==> src/rtl/cpuPkg.sv <==
/* machine-wide widths, word types and memory depths for the 16-bit core
   every block reaches these by scoped name */
`default_nettype none

package cpuPkg;
  // datapath and register index widths
  localparam int wordWidth = 16;
  localparam int regAddrWidth = 4;
  localparam int flagWidth = 3;

  // storage sizes, all in words
  localparam int numRegs = 16;
  localparam int imemDepth = 256;
  localparam int dmemDepth = 256;

  // index widths into the two memories
  localparam int imemAddrWidth = $clog2(imemDepth);
  localparam int dmemAddrWidth = $clog2(dmemDepth);

  typedef logic [wordWidth-1:0] word;
  // instruction address, only the low imemAddrWidth bits reach the memory
  typedef logic [wordWidth-1:0] pcAddr;
  typedef logic [regAddrWidth-1:0] regAddr;
  typedef logic [flagWidth-1:0] flagVec;
endpackage

`default_nettype wire

==> src/rtl/isaPkg.sv <==
/* instruction set encodings: opcodes, decoder select codes, branch conditions
   and the bit positions of the instruction fields */
`default_nettype none

package isaPkg;
  typedef enum logic [3:0] {
    opAdd = 4'd0, opSub, opRed, opXor,
    opSll, opSra, opRor, opPaddsb,
    opLw, opSw, opLhb, opLlb,
    opB, opBr, opPcs, opHlt
  } opcode;

  // how the immediate is formatted out of the low instruction bits
  typedef enum logic [1:0] {imm4, imm9, immLow, immHigh} immSel;

  // write-back source
  typedef enum logic [1:0] {fromMem, fromPc, fromImm, fromAlu} dataSel;

  // next-pc source, regTarget is the resolved BR code
  typedef enum logic [1:0] {seqPc, immTarget, regTarget} branchSel;

  // branch conditions in ccc field order
  typedef enum logic [2:0] {
    condNe, condEq, condGt, condLt, condGe, condLe, condOv, condAlways
  } cond;

  // flag register bit positions
  localparam int flagZ = 2;
  localparam int flagV = 1;
  localparam int flagN = 0;

  // instruction field positions
  localparam int opcodeHi = 15;
  localparam int opcodeLo = 12;
  localparam int slot1Hi = 11;
  localparam int slot1Lo = 8;
  localparam int slot2Hi = 7;
  localparam int slot2Lo = 4;
  localparam int slot3Hi = 3;
  localparam int slot3Lo = 0;
  localparam int condHi = 11;
  localparam int condLo = 9;
  // top bit of the B offset
  localparam int imm9Hi = 8;
endpackage

`default_nettype wire

==> src/rtl/ctrlBus.sv <==
/* decoded control and operand fields, driven by the decoder and read by the
   register file and the execute-side blocks */
`timescale 1ns/1ps
`default_nettype none

interface ctrlBus;
  logic regWrite;
  logic memRead;
  logic memWrite;
  logic aluSrc;
  isaPkg::dataSel dataSrc;
  isaPkg::branchSel branchSrc;
  isaPkg::opcode op;
  isaPkg::cond cond;
  cpuPkg::regAddr readReg1;
  cpuPkg::regAddr readReg2;
  cpuPkg::regAddr writeReg;
  cpuPkg::word imm;
  // high only while running, gates every state update
  logic exec;

  modport dec (
    output regWrite, memRead, memWrite, aluSrc, dataSrc, branchSrc,
    output op, cond, readReg1, readReg2, writeReg, imm, exec
  );
  // op tells LHB from LLB for the byte merge
  modport rf (input readReg1, readReg2, writeReg, regWrite, dataSrc, imm, op, exec);
  modport ex (input aluSrc, op, imm, memRead, memWrite, branchSrc, cond, exec);
endinterface

`default_nettype wire

==> src/rtl/regFile.sv <==
/* sixteen-entry register file with write-back select
   r0 is never written and reads as zero */
`timescale 1ns/1ps
`default_nettype none

module regFile (
  input wire logic clk,
  input wire logic rstN,
  ctrlBus.rf bus,
  input wire cpuPkg::word aluResult,
  input wire cpuPkg::word memData,
  input wire cpuPkg::pcAddr pcNext,
  output cpuPkg::word rd1,
  output cpuPkg::word rd2,
  output logic wbEn,
  output cpuPkg::regAddr wbReg,
  output cpuPkg::word wbData
);
  cpuPkg::word regs [cpuPkg::numRegs];
  cpuPkg::word merged;
  cpuPkg::word wdata;

  assign rd1 = regs[bus.readReg1];
  assign rd2 = regs[bus.readReg2];

  // rd2 holds the destination's old value for LHB/LLB
  assign merged = (bus.op == isaPkg::opLhb) ? {bus.imm[15:8], rd2[7:0]} :
                                              {rd2[15:8], bus.imm[7:0]};

  always_comb begin
    unique case (bus.dataSrc)
      isaPkg::fromMem: wdata = memData;
      isaPkg::fromPc: wdata = pcNext;
      isaPkg::fromImm: wdata = merged;
      isaPkg::fromAlu: wdata = aluResult;
    endcase
  end

  // trace shows the commit of this cycle
  assign wbEn = bus.exec && bus.regWrite;
  assign wbReg = bus.writeReg;
  assign wbData = wdata;

  always_ff @(posedge clk) begin
    if (!rstN) begin
      for (int i = 0; i < cpuPkg::numRegs; i++) begin
        regs[i] <= '0;
      end
    end else if (wbEn && (bus.writeReg != '0)) begin
      regs[bus.writeReg] <= wdata;
    end
  end
endmodule

`default_nettype wire

==> src/flat_wrapper.sv <==
// flat-port wrapper written by rule: the top's interface ports become plain ports
module regFile_flat 
  (clk, rstN, aluResult, memData, pcNext, rd1, rd2, wbEn, wbReg, wbData, bus_readReg1, bus_readReg2, bus_writeReg, bus_regWrite, bus_dataSrc, bus_imm, bus_op, bus_exec);
  ctrlBus bus_i ();
  input wire logic clk;
  input wire logic rstN;
  input wire cpuPkg::word aluResult;
  input wire cpuPkg::word memData;
  input wire cpuPkg::pcAddr pcNext;
  output cpuPkg::word rd1;
  output cpuPkg::word rd2;
  output logic wbEn;
  output cpuPkg::regAddr wbReg;
  output cpuPkg::word wbData;
  input wire logic [$bits(bus_i.readReg1)-1:0] bus_readReg1;
  input wire logic [$bits(bus_i.readReg2)-1:0] bus_readReg2;
  input wire logic [$bits(bus_i.writeReg)-1:0] bus_writeReg;
  input wire logic [$bits(bus_i.regWrite)-1:0] bus_regWrite;
  input wire logic [$bits(bus_i.dataSrc)-1:0] bus_dataSrc;
  input wire logic [$bits(bus_i.imm)-1:0] bus_imm;
  input wire logic [$bits(bus_i.op)-1:0] bus_op;
  input wire logic [$bits(bus_i.exec)-1:0] bus_exec;
  assign bus_i.readReg1 = bus_readReg1;
  assign bus_i.readReg2 = bus_readReg2;
  assign bus_i.writeReg = bus_writeReg;
  assign bus_i.regWrite = bus_regWrite;
  assign bus_i.dataSrc = bus_dataSrc;
  assign bus_i.imm = bus_imm;
  assign bus_i.op = bus_op;
  assign bus_i.exec = bus_exec;
  regFile u_core (.clk(clk), .rstN(rstN), .bus(bus_i), .aluResult(aluResult), .memData(memData), .pcNext(pcNext), .rd1(rd1), .rd2(rd2), .wbEn(wbEn), .wbReg(wbReg), .wbData(wbData));
endmodule
==> config.mk <==
export PLATFORM = sky130hd
export DESIGN_NAME = regFile_flat
export DESIGN_NICKNAME = d
export VERILOG_FILES = /design/src/rtl/cpuPkg.sv /design/src/rtl/isaPkg.sv /design/src/rtl/ctrlBus.sv /design/src/rtl/regFile.sv /design/src/flat_wrapper.sv
export SDC_FILE = /design/constraint.sdc
export NUM_CORES = 1
export LEC_CHECK = 0
export ABC_AREA = 1
export BUFFER_PORTS_ARGS = -buffer_cell sky130_fd_sc_hd__buf_2
export CAP_MARGIN = 30
export CELL_PAD_IN_SITES_DETAIL_PLACEMENT = 0
export CELL_PAD_IN_SITES_GLOBAL_PLACEMENT = 2
export CORE_UTILIZATION = 36
export DETAILED_ROUTE_END_ITERATION = 8
export PLACE_DENSITY = 0.9
export SLEW_MARGIN = 30
export SYNTH_ARGS = -nofsm -noshare
export SYNTH_HDL_FRONTEND = slang
export SYNTH_SLANG_ARGS = --single-unit
export TNS_END_PERCENT = 50
==> constraint.sdc <==
create_clock -name clk -period 2.4 [get_ports clk]
set_input_delay 0.12 -clock clk [delete_from_list [all_inputs] [get_ports clk]]
set_output_delay 0.12 -clock clk [all_outputs]
set_load 0.01 [all_outputs]
== Yosys cells after proc, flatten, opt, wreduce, memory -nomap -nowiden ==
Memory sizes are Yosys's and may differ from the RTL's.
Index checks and enable logic that the tools add are counted.
Widths: inputs -> output; s select.

* Equality and inequality tests: 4
* Mux-type cells: 9
* Reductions and logical operators: 5

{| class="wikitable"
|+ Operators by type and width
! cell !! count
|-
| $pmux 16 s4 || 1
|-
| $mux 16 || 2
|-
| $reduce_or 16->1 || 1
|-
| $mux 1 || 5
|-
| $eq 2x2->1 const B || 2
|-
| $eq 4x4->1 const B || 1
|-
| $mux 4 || 1
|-
| $reduce_bool 4->1 || 1
|-
| $eq 2x1->1 const B || 1
|-
| $logic_and 1x1->1 || 2
|-
| $logic_not 2->1 || 1
|}

* Register bits: 0
* Memory bits (writable): 256
* Output and inout port bits: 53
* Memories kept: 1

{| class="wikitable"
|+ Memory list
! name !! words !! width !! rd ports !! clocked after Yosys merged registers in !! wr ports !! RTL line !! text
|-
| u_core.regs || 16 || 16 || 2 || 0 || 16 || regFile.sv:19 || <nowiki>cpuPkg::word regs [cpuPkg::numRegs];</nowiki>
|}

== Longest topological paths before layout ==
Gate-level depths: netlist of the first run.

* Word-level depth: 7
* Gate-level depth with buffers: 13

== Worst setup path after synthesis of the first run ==
No wires, ideal clock.

* Path type: input -> register
* From: input port rstN
* To: memory u_core.regs[4][0] (netlist bit) (enable)
* Setup time: 0.372 ns
* Arrival: 1.505 ns
* Setup slack: 0.523 ns
* Stages on the path: 6
* Cells stage by stage: clkbuf_1 > nand3_1 > nor3_2 > nand2_1 > clkbuf_1 > nand2_1

{| class="wikitable"
|+ RTL lines
! element !! RTL line !! text
|-
| start: declaration || flat_wrapper.sv:6 || <nowiki>input wire logic rstN;</nowiki>
|-
| end: declaration || regFile.sv:19 ||
|}

==> qor.txt, run 1 <==
=========================================================================================
Outcome                                                                      complete, no violations
Number of violations of the max-capacitance limit                                       0
Kind of start point of the critical path                                        flip-flop
Most frequent cell after synthesis                                           sky130_fd_sc_hd__nand2_1
IO buf count                                                                          138
Antenna viol nets, final                                                                0
Initial standard-cell utilization of the core                                       36.4%
End-of-flow core utilization                                                        43.0%
Proportion of power drawn by combinational gates                                    17.6%
Critical path capture point type                                               output pin
Root cell of the clock tree                                                  sky130_fd_sc_hd__clkbuf_16
Area of the die                                                                0.0432 mm2
DP Wirelength                                                                    34700 um
TNS Setup                                                                            0 ns
Vias per cell                                                                        5.26
Number of synthesized flops with an enable pin                                        256
Worst setup path category                                                    flip-flop to output pin
Prevailing post-synth register cell                                          sky130_fd_sc_hd__edfxtp_1
Antenna fix cells                                                                       0
I/O pin count                                                                         139
Largest registers                                                            u_core.regs (256)
Vias in the first global route                                                      13000
Maximum buffer depth of the clock tree                                                  3
Number of buffers created by CTS                                                       30
Relative contribution of sequential cells to total power                            45.2%
Vias                                                                                14100
Share of synthesized area occupied by flip-flops and latches                        50.4%
DRC violation count after routing                                                       0
Worst setup slack before clock tree synthesis                                    0.108 ns
Portion of synthesized cell area occupied by the leading cell type                  50.4%
Clock-pin slew on the worst setup and hold paths                                  0.06 ns
Final critical-path share of the clock period                                       97.9%
Number of nets in the finished design                                                2196
Final cell area excluding filler cells                                         0.0180 mm2
Transition at the pin with the smallest max-transition slack                     0.723 ns
Setup violators final                                                                   0
TritonCTS clock tree                                                                built
Cell taking the most area after synthesis                                    sky130_fd_sc_hd__edfxtp_1
Power spent charging and discharging nets                                         3.31 mW
Largest vdd supply drop                                                          0.626 mV
Initial antenna violation count                                                         0
Number of pins with negative max-slew slack in the final report                         0
Max FFs per register                                                                  256
Switching part of the total power                                                   28.7%
Global-route usage over all layers                                                  24.5%
Final routed wirelength across all metal layers                                  54200 um
Area of the placeable core                                                     0.0419 mm2
Std-Cell Rows                                                                          75
Leakage component of the power                                                    7.94 nW
Synthesis-stage register bit count                                                    256
Count of fill cells added during filler insertion                                    4208
Max Clock Freq                                                                  0.426 GHz
Later-pin clock latency in the skew report                                        0.58 ns
Largest clock skew in the final design                                         0.00959 ns
Proportion of register bits with asynchronous set or reset after synthesis             0%
Synth Instances                                                                      1971
First DRT Iteration DRCs                                                             1271
Internal power                                                                    8.23 mW
Routed length per instance                                                        20.3 um
Hold Violations, Final                                                                  0
Unrepaired setup endpoints after global routing                                       yes
Remaining global-route overflow                                                         0
Area of the mapped netlist                                                     0.0152 mm2
First-pass DRT Iterations                                                               7
List of most frequent post-synthesis cells                                   405 x sky130_fd_sc_hd__nand2_1, 365 x sky130_fd_sc_hd__nor2_1, 256 x sky130_fd_sc_hd__edfxtp_1
Kind of path behind the tightest hold check                                  input port to flip-flop
First-pass GRT wire length                                                       79200 um
Required time reported for the critical path endpoint                             2.28 ns
Critical Path Fanout Max                                                               16
Synth Area per Inst                                                              7.74 um2
Power per Cell Area                                                            641 mW/mm2
Hold_ws                                                                         0.0366 ns
Final estimated routing congestion in global placement                              0.845
Growth of design area from synthesis to finish                                      18.1%
Netlist cell types                                                                     23
Die width                                                                          208 um
Cell Area, Placed                                                              0.0168 mm2
Fraction of final layout cells sized beyond drive strength 1                        15.7%
Top post-synthesis cells by area                                             sky130_fd_sc_hd__edfxtp_1 50%, sky130_fd_sc_hd__nand2_1 10%, sky130_fd_sc_hd__nor2_1 9.0%
Pin count of the biggest net entering global routing                                   92
Height of the chip                                                                 208 um
Worst setup slack after layout                                                  0.0511 ns
H-tree level count                                                                      1
Number of sinks handled by clock tree synthesis                                       256
Register ranked first by flip-flop count                                      u_core.regs
Clock power frac                                                                    37.1%
Max-slew headroom at the worst pin                                                  51.8%
Arr. time, crit path                                                              2.23 ns
Minimum period implied by the final worst setup slack                             2.35 ns
Yosys Warn Count                                                                        0
=========================================================================================
power by group through the flow:
stage                     sequential (mW)  combinational (mW)  clock (mW)
after floorplan                      5.29                1.17           0
after global placement               5.30                1.91           0
after detailed placement             5.31                1.92           0
after CTS                            5.22                1.98        4.35
after global routing                 5.24                2.22        4.49
final                                5.22                2.03        4.28
metal layers:
layer	vias up	share of wire (%)	track usage, %
li1	6707	-	-
met1	6781	42	32.2
met2	487	48	41.9
met3	82	6.5	2.89
met4	0	3.6	8.20
met5	-	0	0
stage by stage:
step | std cells | power (mW)
floorplan | 1986 | 6.45
global placement | 2596 | 7.21
detailed placement | 2596 | 7.23
CTS | 2657 | 11.5
global route | 2672 | 11.9
finish | 2672 | 11.5
placed cells by master, fill, tap and decap left out:
cell type | netlist | final
sky130_fd_sc_hd__clkbuf_1 | 78 | 4
sky130_fd_sc_hd__nor2_1 | 365 | 364
sky130_fd_sc_hd__inv_2 | 7 | 6
sky130_fd_sc_hd__nand3_2 | 0 | 12
sky130_fd_sc_hd__conb_1 | 1 | 16
sky130_fd_sc_hd__nand3_1 | 219 | 206
sky130_fd_sc_hd__bufinv_16 | 0 | 1
sky130_fd_sc_hd__nand4_1 | 1 | 1
sky130_fd_sc_hd__clkbuf_16 | 0 | 31
sky130_fd_sc_hd__or2_2 | 19 | 19
sky130_fd_sc_hd__inv_4 | 1 | 1
sky130_fd_sc_hd__nand2_1 | 405 | 402
sky130_fd_sc_hd__nand2_8 | 0 | 1
sky130_fd_sc_hd__o22ai_1 | 3 | 3
sky130_fd_sc_hd__o211ai_1 | 16 | 16
sky130_fd_sc_hd__nand2_4 | 0 | 12
sky130_fd_sc_hd__a21oi_1 | 113 | 113
sky130_fd_sc_hd__buf_2 | 19 | 135
sky130_fd_sc_hd__nor3_2 | 1 | 1
sky130_fd_sc_hd__nand2_2 | 16 | 7
sky130_fd_sc_hd__o21ai_0 | 124 | 124
sky130_fd_sc_hd__nor2_2 | 0 | 1
sky130_fd_sc_hd__a221oi_1 | 16 | 16
sky130_fd_sc_hd__o221ai_1 | 21 | 21
sky130_fd_sc_hd__clkinv_1 | 0 | 13
sky130_fd_sc_hd__buf_12 | 0 | 21
sky130_fd_sc_hd__edfxtp_1 | 256 | 256
sky130_fd_sc_hd__buf_6 | 13 | 2
sky130_fd_sc_hd__clkinv_2 | 0 | 6
sky130_fd_sc_hd__nand3_4 | 0 | 1
sky130_fd_sc_hd__buf_4 | 21 | 77
sky130_fd_sc_hd__clkinvlp_4 | 0 | 1
sky130_fd_sc_hd__inv_1 | 243 | 243
cell families after synthesis:
kind of cell | after synthesis | synth area share [%]
AND/OR/NAND/NOR | 1026 | 27.7
buffers and inverters | 395 | 11.1
AO/OA/AOI/OAI | 293 | 10.8
flip-flops | 256 | 50.4
other | 1 | 0.0246
worst max-delay path, cell delays in order (launching register included):
cell and delay (ns):
sky130_fd_sc_hd__edfxtp_1 0.37, sky130_fd_sc_hd__or2_2 0.28, sky130_fd_sc_hd__nand3_1 0.07, sky130_fd_sc_hd__nand3_1 0.06
sky130_fd_sc_hd__nand3_1 0.21, sky130_fd_sc_hd__nand3_1 0.11, sky130_fd_sc_hd__nand2_1 0.07, sky130_fd_sc_hd__nand2_1 0.07
sky130_fd_sc_hd__nand2_4 0.21, sky130_fd_sc_hd__inv_2 0.05, sky130_fd_sc_hd__buf_2 0.14
area by class of cell:
class	instances	area, um2	share of cell area [%]
clock buffer	35	791	4.39
clock inverter	20	111	0.619
inverter	251	946	5.26
multi-input combinational	1336	6090	33.9
sequential	256	7690	42.7
tap	539	674	3.75
timing repair buffer	235	1700	9.43
final timing paths:
check | slack [ns] | depth (start not counted) | start | end
max | 0.05 | 10 | u_core.regs[8][8]$_SDFFCE_PN0P_ | wbData[8]
min | 0.04 | 5 | memData[0] | u_core.regs[4][0]$_SDFFCE_PN0P_
max reg2reg | 0.42 | 10 | u_core.regs[12][13]$_SDFFCE_PN0P_ | u_core.regs[9][13]$_SDFFCE_PN0P_
min reg2reg | 1.18 | 10 | u_core.regs[6][0]$_SDFFCE_PN0P_ | u_core.regs[4][0]$_SDFFCE_PN0P_
timing repair:
item | in CTS | in global routing
setup buffers | 6 | 14
setup endpoints to repair | 15 | 13
cloned | 0 | 1
gates resized for setup | 18 | 13
pin swaps | 6 | 6
hold buffers | 0 | 0
Note: power is estimated with default switching activity, not from simulation.
==> run 2: changes to the inputs <==
CAP_MARGIN = 40   (was 30)
CORE_ASPECT_RATIO = 1.2   (was default)
==> run 2 against run 1 <==
  * Total power increased by 1.6%
  * Routed wire length grew 8.4%
  * Cell count grew 1.3%
  * Global-route usage increased by 2.4 points
  * Non-clock buffer count up 36
  * Maximum frequency is 2.1% lower
  * Utilization is 1.1 points higher
  * Critical path depth is 3 lower
  * Combinational power up 10%
  * First-iteration DRC count up 10%
  * Clock power barely moved
==> qor.txt, run 2 (synthesis gave the netlist of run 1 again) <==
================================================================================
Std-Cell Rows                                                                 82   was 75
H-tree level count                                                             1   unchanged
Most common cell after layout, fill and taps aside                  sky130_fd_sc_hd__nand2_1   unchanged
End-of-flow core utilization                                               44.1%   was 43.0%
Worst setup path category                                           flip-flop to output pin   unchanged
Internal power                                                           8.35 mW   was 8.23 mW
Largest vdd supply drop                                                 0.624 mV   was 0.626 mV
Remaining global-route overflow                                                0   unchanged
Outcome                                                             complete, no violations   unchanged
Power spent charging and discharging nets                                3.37 mW   was 3.31 mW
IO buf count                                                                 138   unchanged
Largest registers                                                   u_core.regs (256)   unchanged
Arr. time, crit path                                                     2.28 ns   was 2.23 ns
Switching part of the total power                                          28.8%   was 28.7%
Initial standard-cell utilization of the core                              36.5%   was 36.4%
Max Clock Freq                                                         0.417 GHz   was 0.426 GHz
Cells traversed along the worst timing path                         inv_1 > nor2_1 > a21oi_1 > o21ai_0 > o221ai_1 > nand2_1 > buf_2   was or2_2 > nand3_1 > nand3_1 > nand3_1 > nand3_1 > nand2_1 > nand2_1 > nand2_4 > inv_2 > buf_2
Clock-pin slew on the worst setup and hold paths                         0.06 ns   about the same
First-pass DRT Iterations                                                      6   was 7
Count of hold-fix buffers inserted at cts                                      0   unchanged
Vias in the first global route                                             13600   was 13000
Global-route usage over all layers                                         26.9%   was 24.5%
Critical path capture point type                                      output pin   unchanged
Hold Violations, Final                                                         0   unchanged
Leakage component of the power                                           8.17 nW   was 7.94 nW
Max-slew headroom at the worst pin                                         61.3%   was 51.8%
TritonCTS clock tree                                                       built   unchanged
Biggest cell delay along the critical path                               0.48 ns   was 0.37 ns
Later-pin clock latency in the skew report                               0.58 ns   about the same
Pin count of the biggest net entering global routing                          87   was 92
Worst setup slack before clock tree synthesis                          0.0121 ns   was 0.108 ns
Required time reported for the critical path endpoint                    2.28 ns   about the same
Number of violations of the max-capacitance limit                              0   unchanged
Relative contribution of sequential cells to total power                   44.5%   was 45.2%
Kind of path behind the tightest hold check                         input port to flip-flop   unchanged
First DRT Iteration DRCs                                                    1404   was 1271
Root cell of the clock tree                                         sky130_fd_sc_hd__clkbuf_16   unchanged
Clock power frac                                                           36.3%   was 37.1%
Commonest cells after routing, fill and taps aside                  401 x sky130_fd_sc_hd__nand2_1, 364 x sky130_fd_sc_hd__nor2_1, 256 x sky130_fd_sc_hd__edfxtp_1   was 402 x sky130_fd_sc_hd__nand2_1, 364 x sky130_fd_sc_hd__nor2_1, 256 x sky130_fd_sc_hd__edfxtp_1
Number of sinks handled by clock tree synthesis                              256   unchanged
Bufs and invs on worst path                                                    2   unchanged
Antenna viol nets, final                                                       0   unchanged
Max FFs per register                                                         256   unchanged
Routed length per instance                                               21.7 um   was 20.3 um
Final estimated routing congestion in global placement                     0.863   was 0.845
First-pass GRT wire length                                              85400 um   was 79200 um
Critical Path Fanout Max                                                       2   was 16
Final routed wirelength across all metal layers                         58700 um   was 54200 um
Transition at the pin with the smallest max-transition slack            0.581 ns   was 0.723 ns
Register ranked first by flip-flop count                             u_core.regs   unchanged
Fraction of final layout cells sized beyond drive strength 1               17.6%   was 15.7%
Number of buffers created by CTS                                              28   was 30
Unrepaired setup endpoints after global routing                              yes   unchanged
Initial antenna violation count                                                0   unchanged
I/O pin count                                                                139   unchanged
Kind of start point of the critical path                               flip-flop   unchanged
Number of pins with negative max-slew slack in the final report                0   unchanged
DRC violation count after routing                                              0   unchanged
Die width                                                                 190 um   was 208 um
Final critical-path share of the clock period                               100%   was 97.9%
Growth of design area from synthesis to finish                             20.9%   was 18.1%
Slowest cell on the critical path                                   sky130_fd_sc_hd__o221ai_1   was sky130_fd_sc_hd__edfxtp_1
Maximum buffer depth of the clock tree                                         3   unchanged
Minimum period implied by the final worst setup slack                    2.40 ns   was 2.35 ns
Proportion of power drawn by combinational gates                           19.1%   was 17.6%
Number of nets in the finished design                                       2230   was 2196
Area of the placeable core                                            0.0418 mm2   was 0.0419 mm2
Area of the die                                                       0.0432 mm2   about the same
Height of the chip                                                        227 um   was 208 um
Antenna fix cells                                                              0   unchanged
Kind of cell with the highest combined delay on the critical path   compound AO/OA/AOI/OAI gates   was simple AND/OR/NAND/NOR gates
Largest clock skew in the final design                                 0.0260 ns   was 0.00959 ns
Power per Cell Area                                                   636 mW/mm2   was 641 mW/mm2
Vias per cell                                                               5.29   was 5.26
Setup violators final                                                          0   unchanged
DP Wirelength                                                           37700 um   was 34700 um
Vias                                                                       14300   was 14100
Worst setup slack after layout                                       0.000813 ns   was 0.0511 ns
================================================================================
==> run 2: cell types whose count changed in the layout (fill, tap and decap cells not counted), sizes merged <==
| cell | before | now |
|---|---|---|
| buf | 235 | 270 |
| clkinv | 19 | 10 |
| bufinv | 1 | 3 |
| clkbuf | 35 | 36 |
==> run 2: layout make-up <==
class | count | area (um2)
clock buffers | 35 | 727
inverters | 251 | 946
well taps | 546 | 683
clock inverters | 13 | 149
multi-input cells | 1336 | 6200
flip-flops and latches | 256 | 7690
fillers | 4135 | 23300
repair buffers | 271 | 2040
==> run 2: metal layers <==
layer,part of all wire (%),vias up,GRT usage (%)
met1,40,6781,34.0
met4,4.5,0,11.5
li1,-,6765,-
met2,48,654,46.0
met5,0,-,0
met3,7.6,122,3.59
==> run 2: power groups by stage <==
stage | registers [mW] | clock network, mW | logic, mW
after CTS | 5.22 | 4.29 | 2.14
after global placement | 5.30 | 0 | 2.07
after floorplan | 5.29 | 0 | 1.17
final | 5.22 | 4.26 | 2.24
after global routing | 5.24 | 4.45 | 2.42
after detailed placement | 5.31 | 0 | 2.08
==> run 2: timing repair <==
| action | in CTS | in global routing |
|---|---|---|
| resized for setup | 30 | 20 |
| buffers inserted | 4 | 19 |
| pin swaps | 1 | 6 |
| cloned | 0 | 2 |
| setup endpoints to repair | 14 | 15 |
==> run 2: through the flow <==
step           power (mW)  area, um2  hold WS, ns  cells  setup TNS (ns)
6_report             11.7      18400       0.0882   2708               0
5_1_grt              12.1      18400        0.120   2708          -0.623
4_1_cts              11.7      18200       0.0766   2687         -0.0794
3_5_place_dp         7.39      17100        0.483   2635               0
3_3_place_gp         7.37      17100        0.481   2635               0
2_1_floorplan        6.45      15300        0.332   1986               0
==> run 2: worst reg2reg max path, stage by stage (launching register included) <==
cell and delay [ns]:
sky130_fd_sc_hd__edfxtp_1 0.37, sky130_fd_sc_hd__or2_2 0.28, sky130_fd_sc_hd__nand3_1 0.07, sky130_fd_sc_hd__nand3_1 0.11, sky130_fd_sc_hd__nand3_4 0.15, sky130_fd_sc_hd__nand3_2 0.14
sky130_fd_sc_hd__nand2_1 0.08, sky130_fd_sc_hd__nand2_1 0.05, sky130_fd_sc_hd__nand2_2 0.13, sky130_fd_sc_hd__buf_12 0.15, sky130_fd_sc_hd__buf_4 0.23, sky130_fd_sc_hd__nor2_1 0.07
==> run 2: final timing paths <==
| kind | from | end | slack, ns | depth (start not counted) |
|---|---|---|---|---|
| worst min-delay path | rstN | u_core.regs[2][4]$_SDFFCE_PN0P_ | 0.09 | 2 |
| worst max-delay path | u_core.regs[6][2]$_SDFFCE_PN0P_ | rd1[2] | 0.0008 | 7 |
| worst min register to register | u_core.regs[3][2]$_SDFFCE_PN0P_ | u_core.regs[12][2]$_SDFFCE_PN0P_ | 1.22 | 11 |
| worst max register to register | u_core.regs[12][11]$_SDFFCE_PN0P_ | u_core.regs[6][11]$_SDFFCE_PN0P_ | 0.28 | 11 |
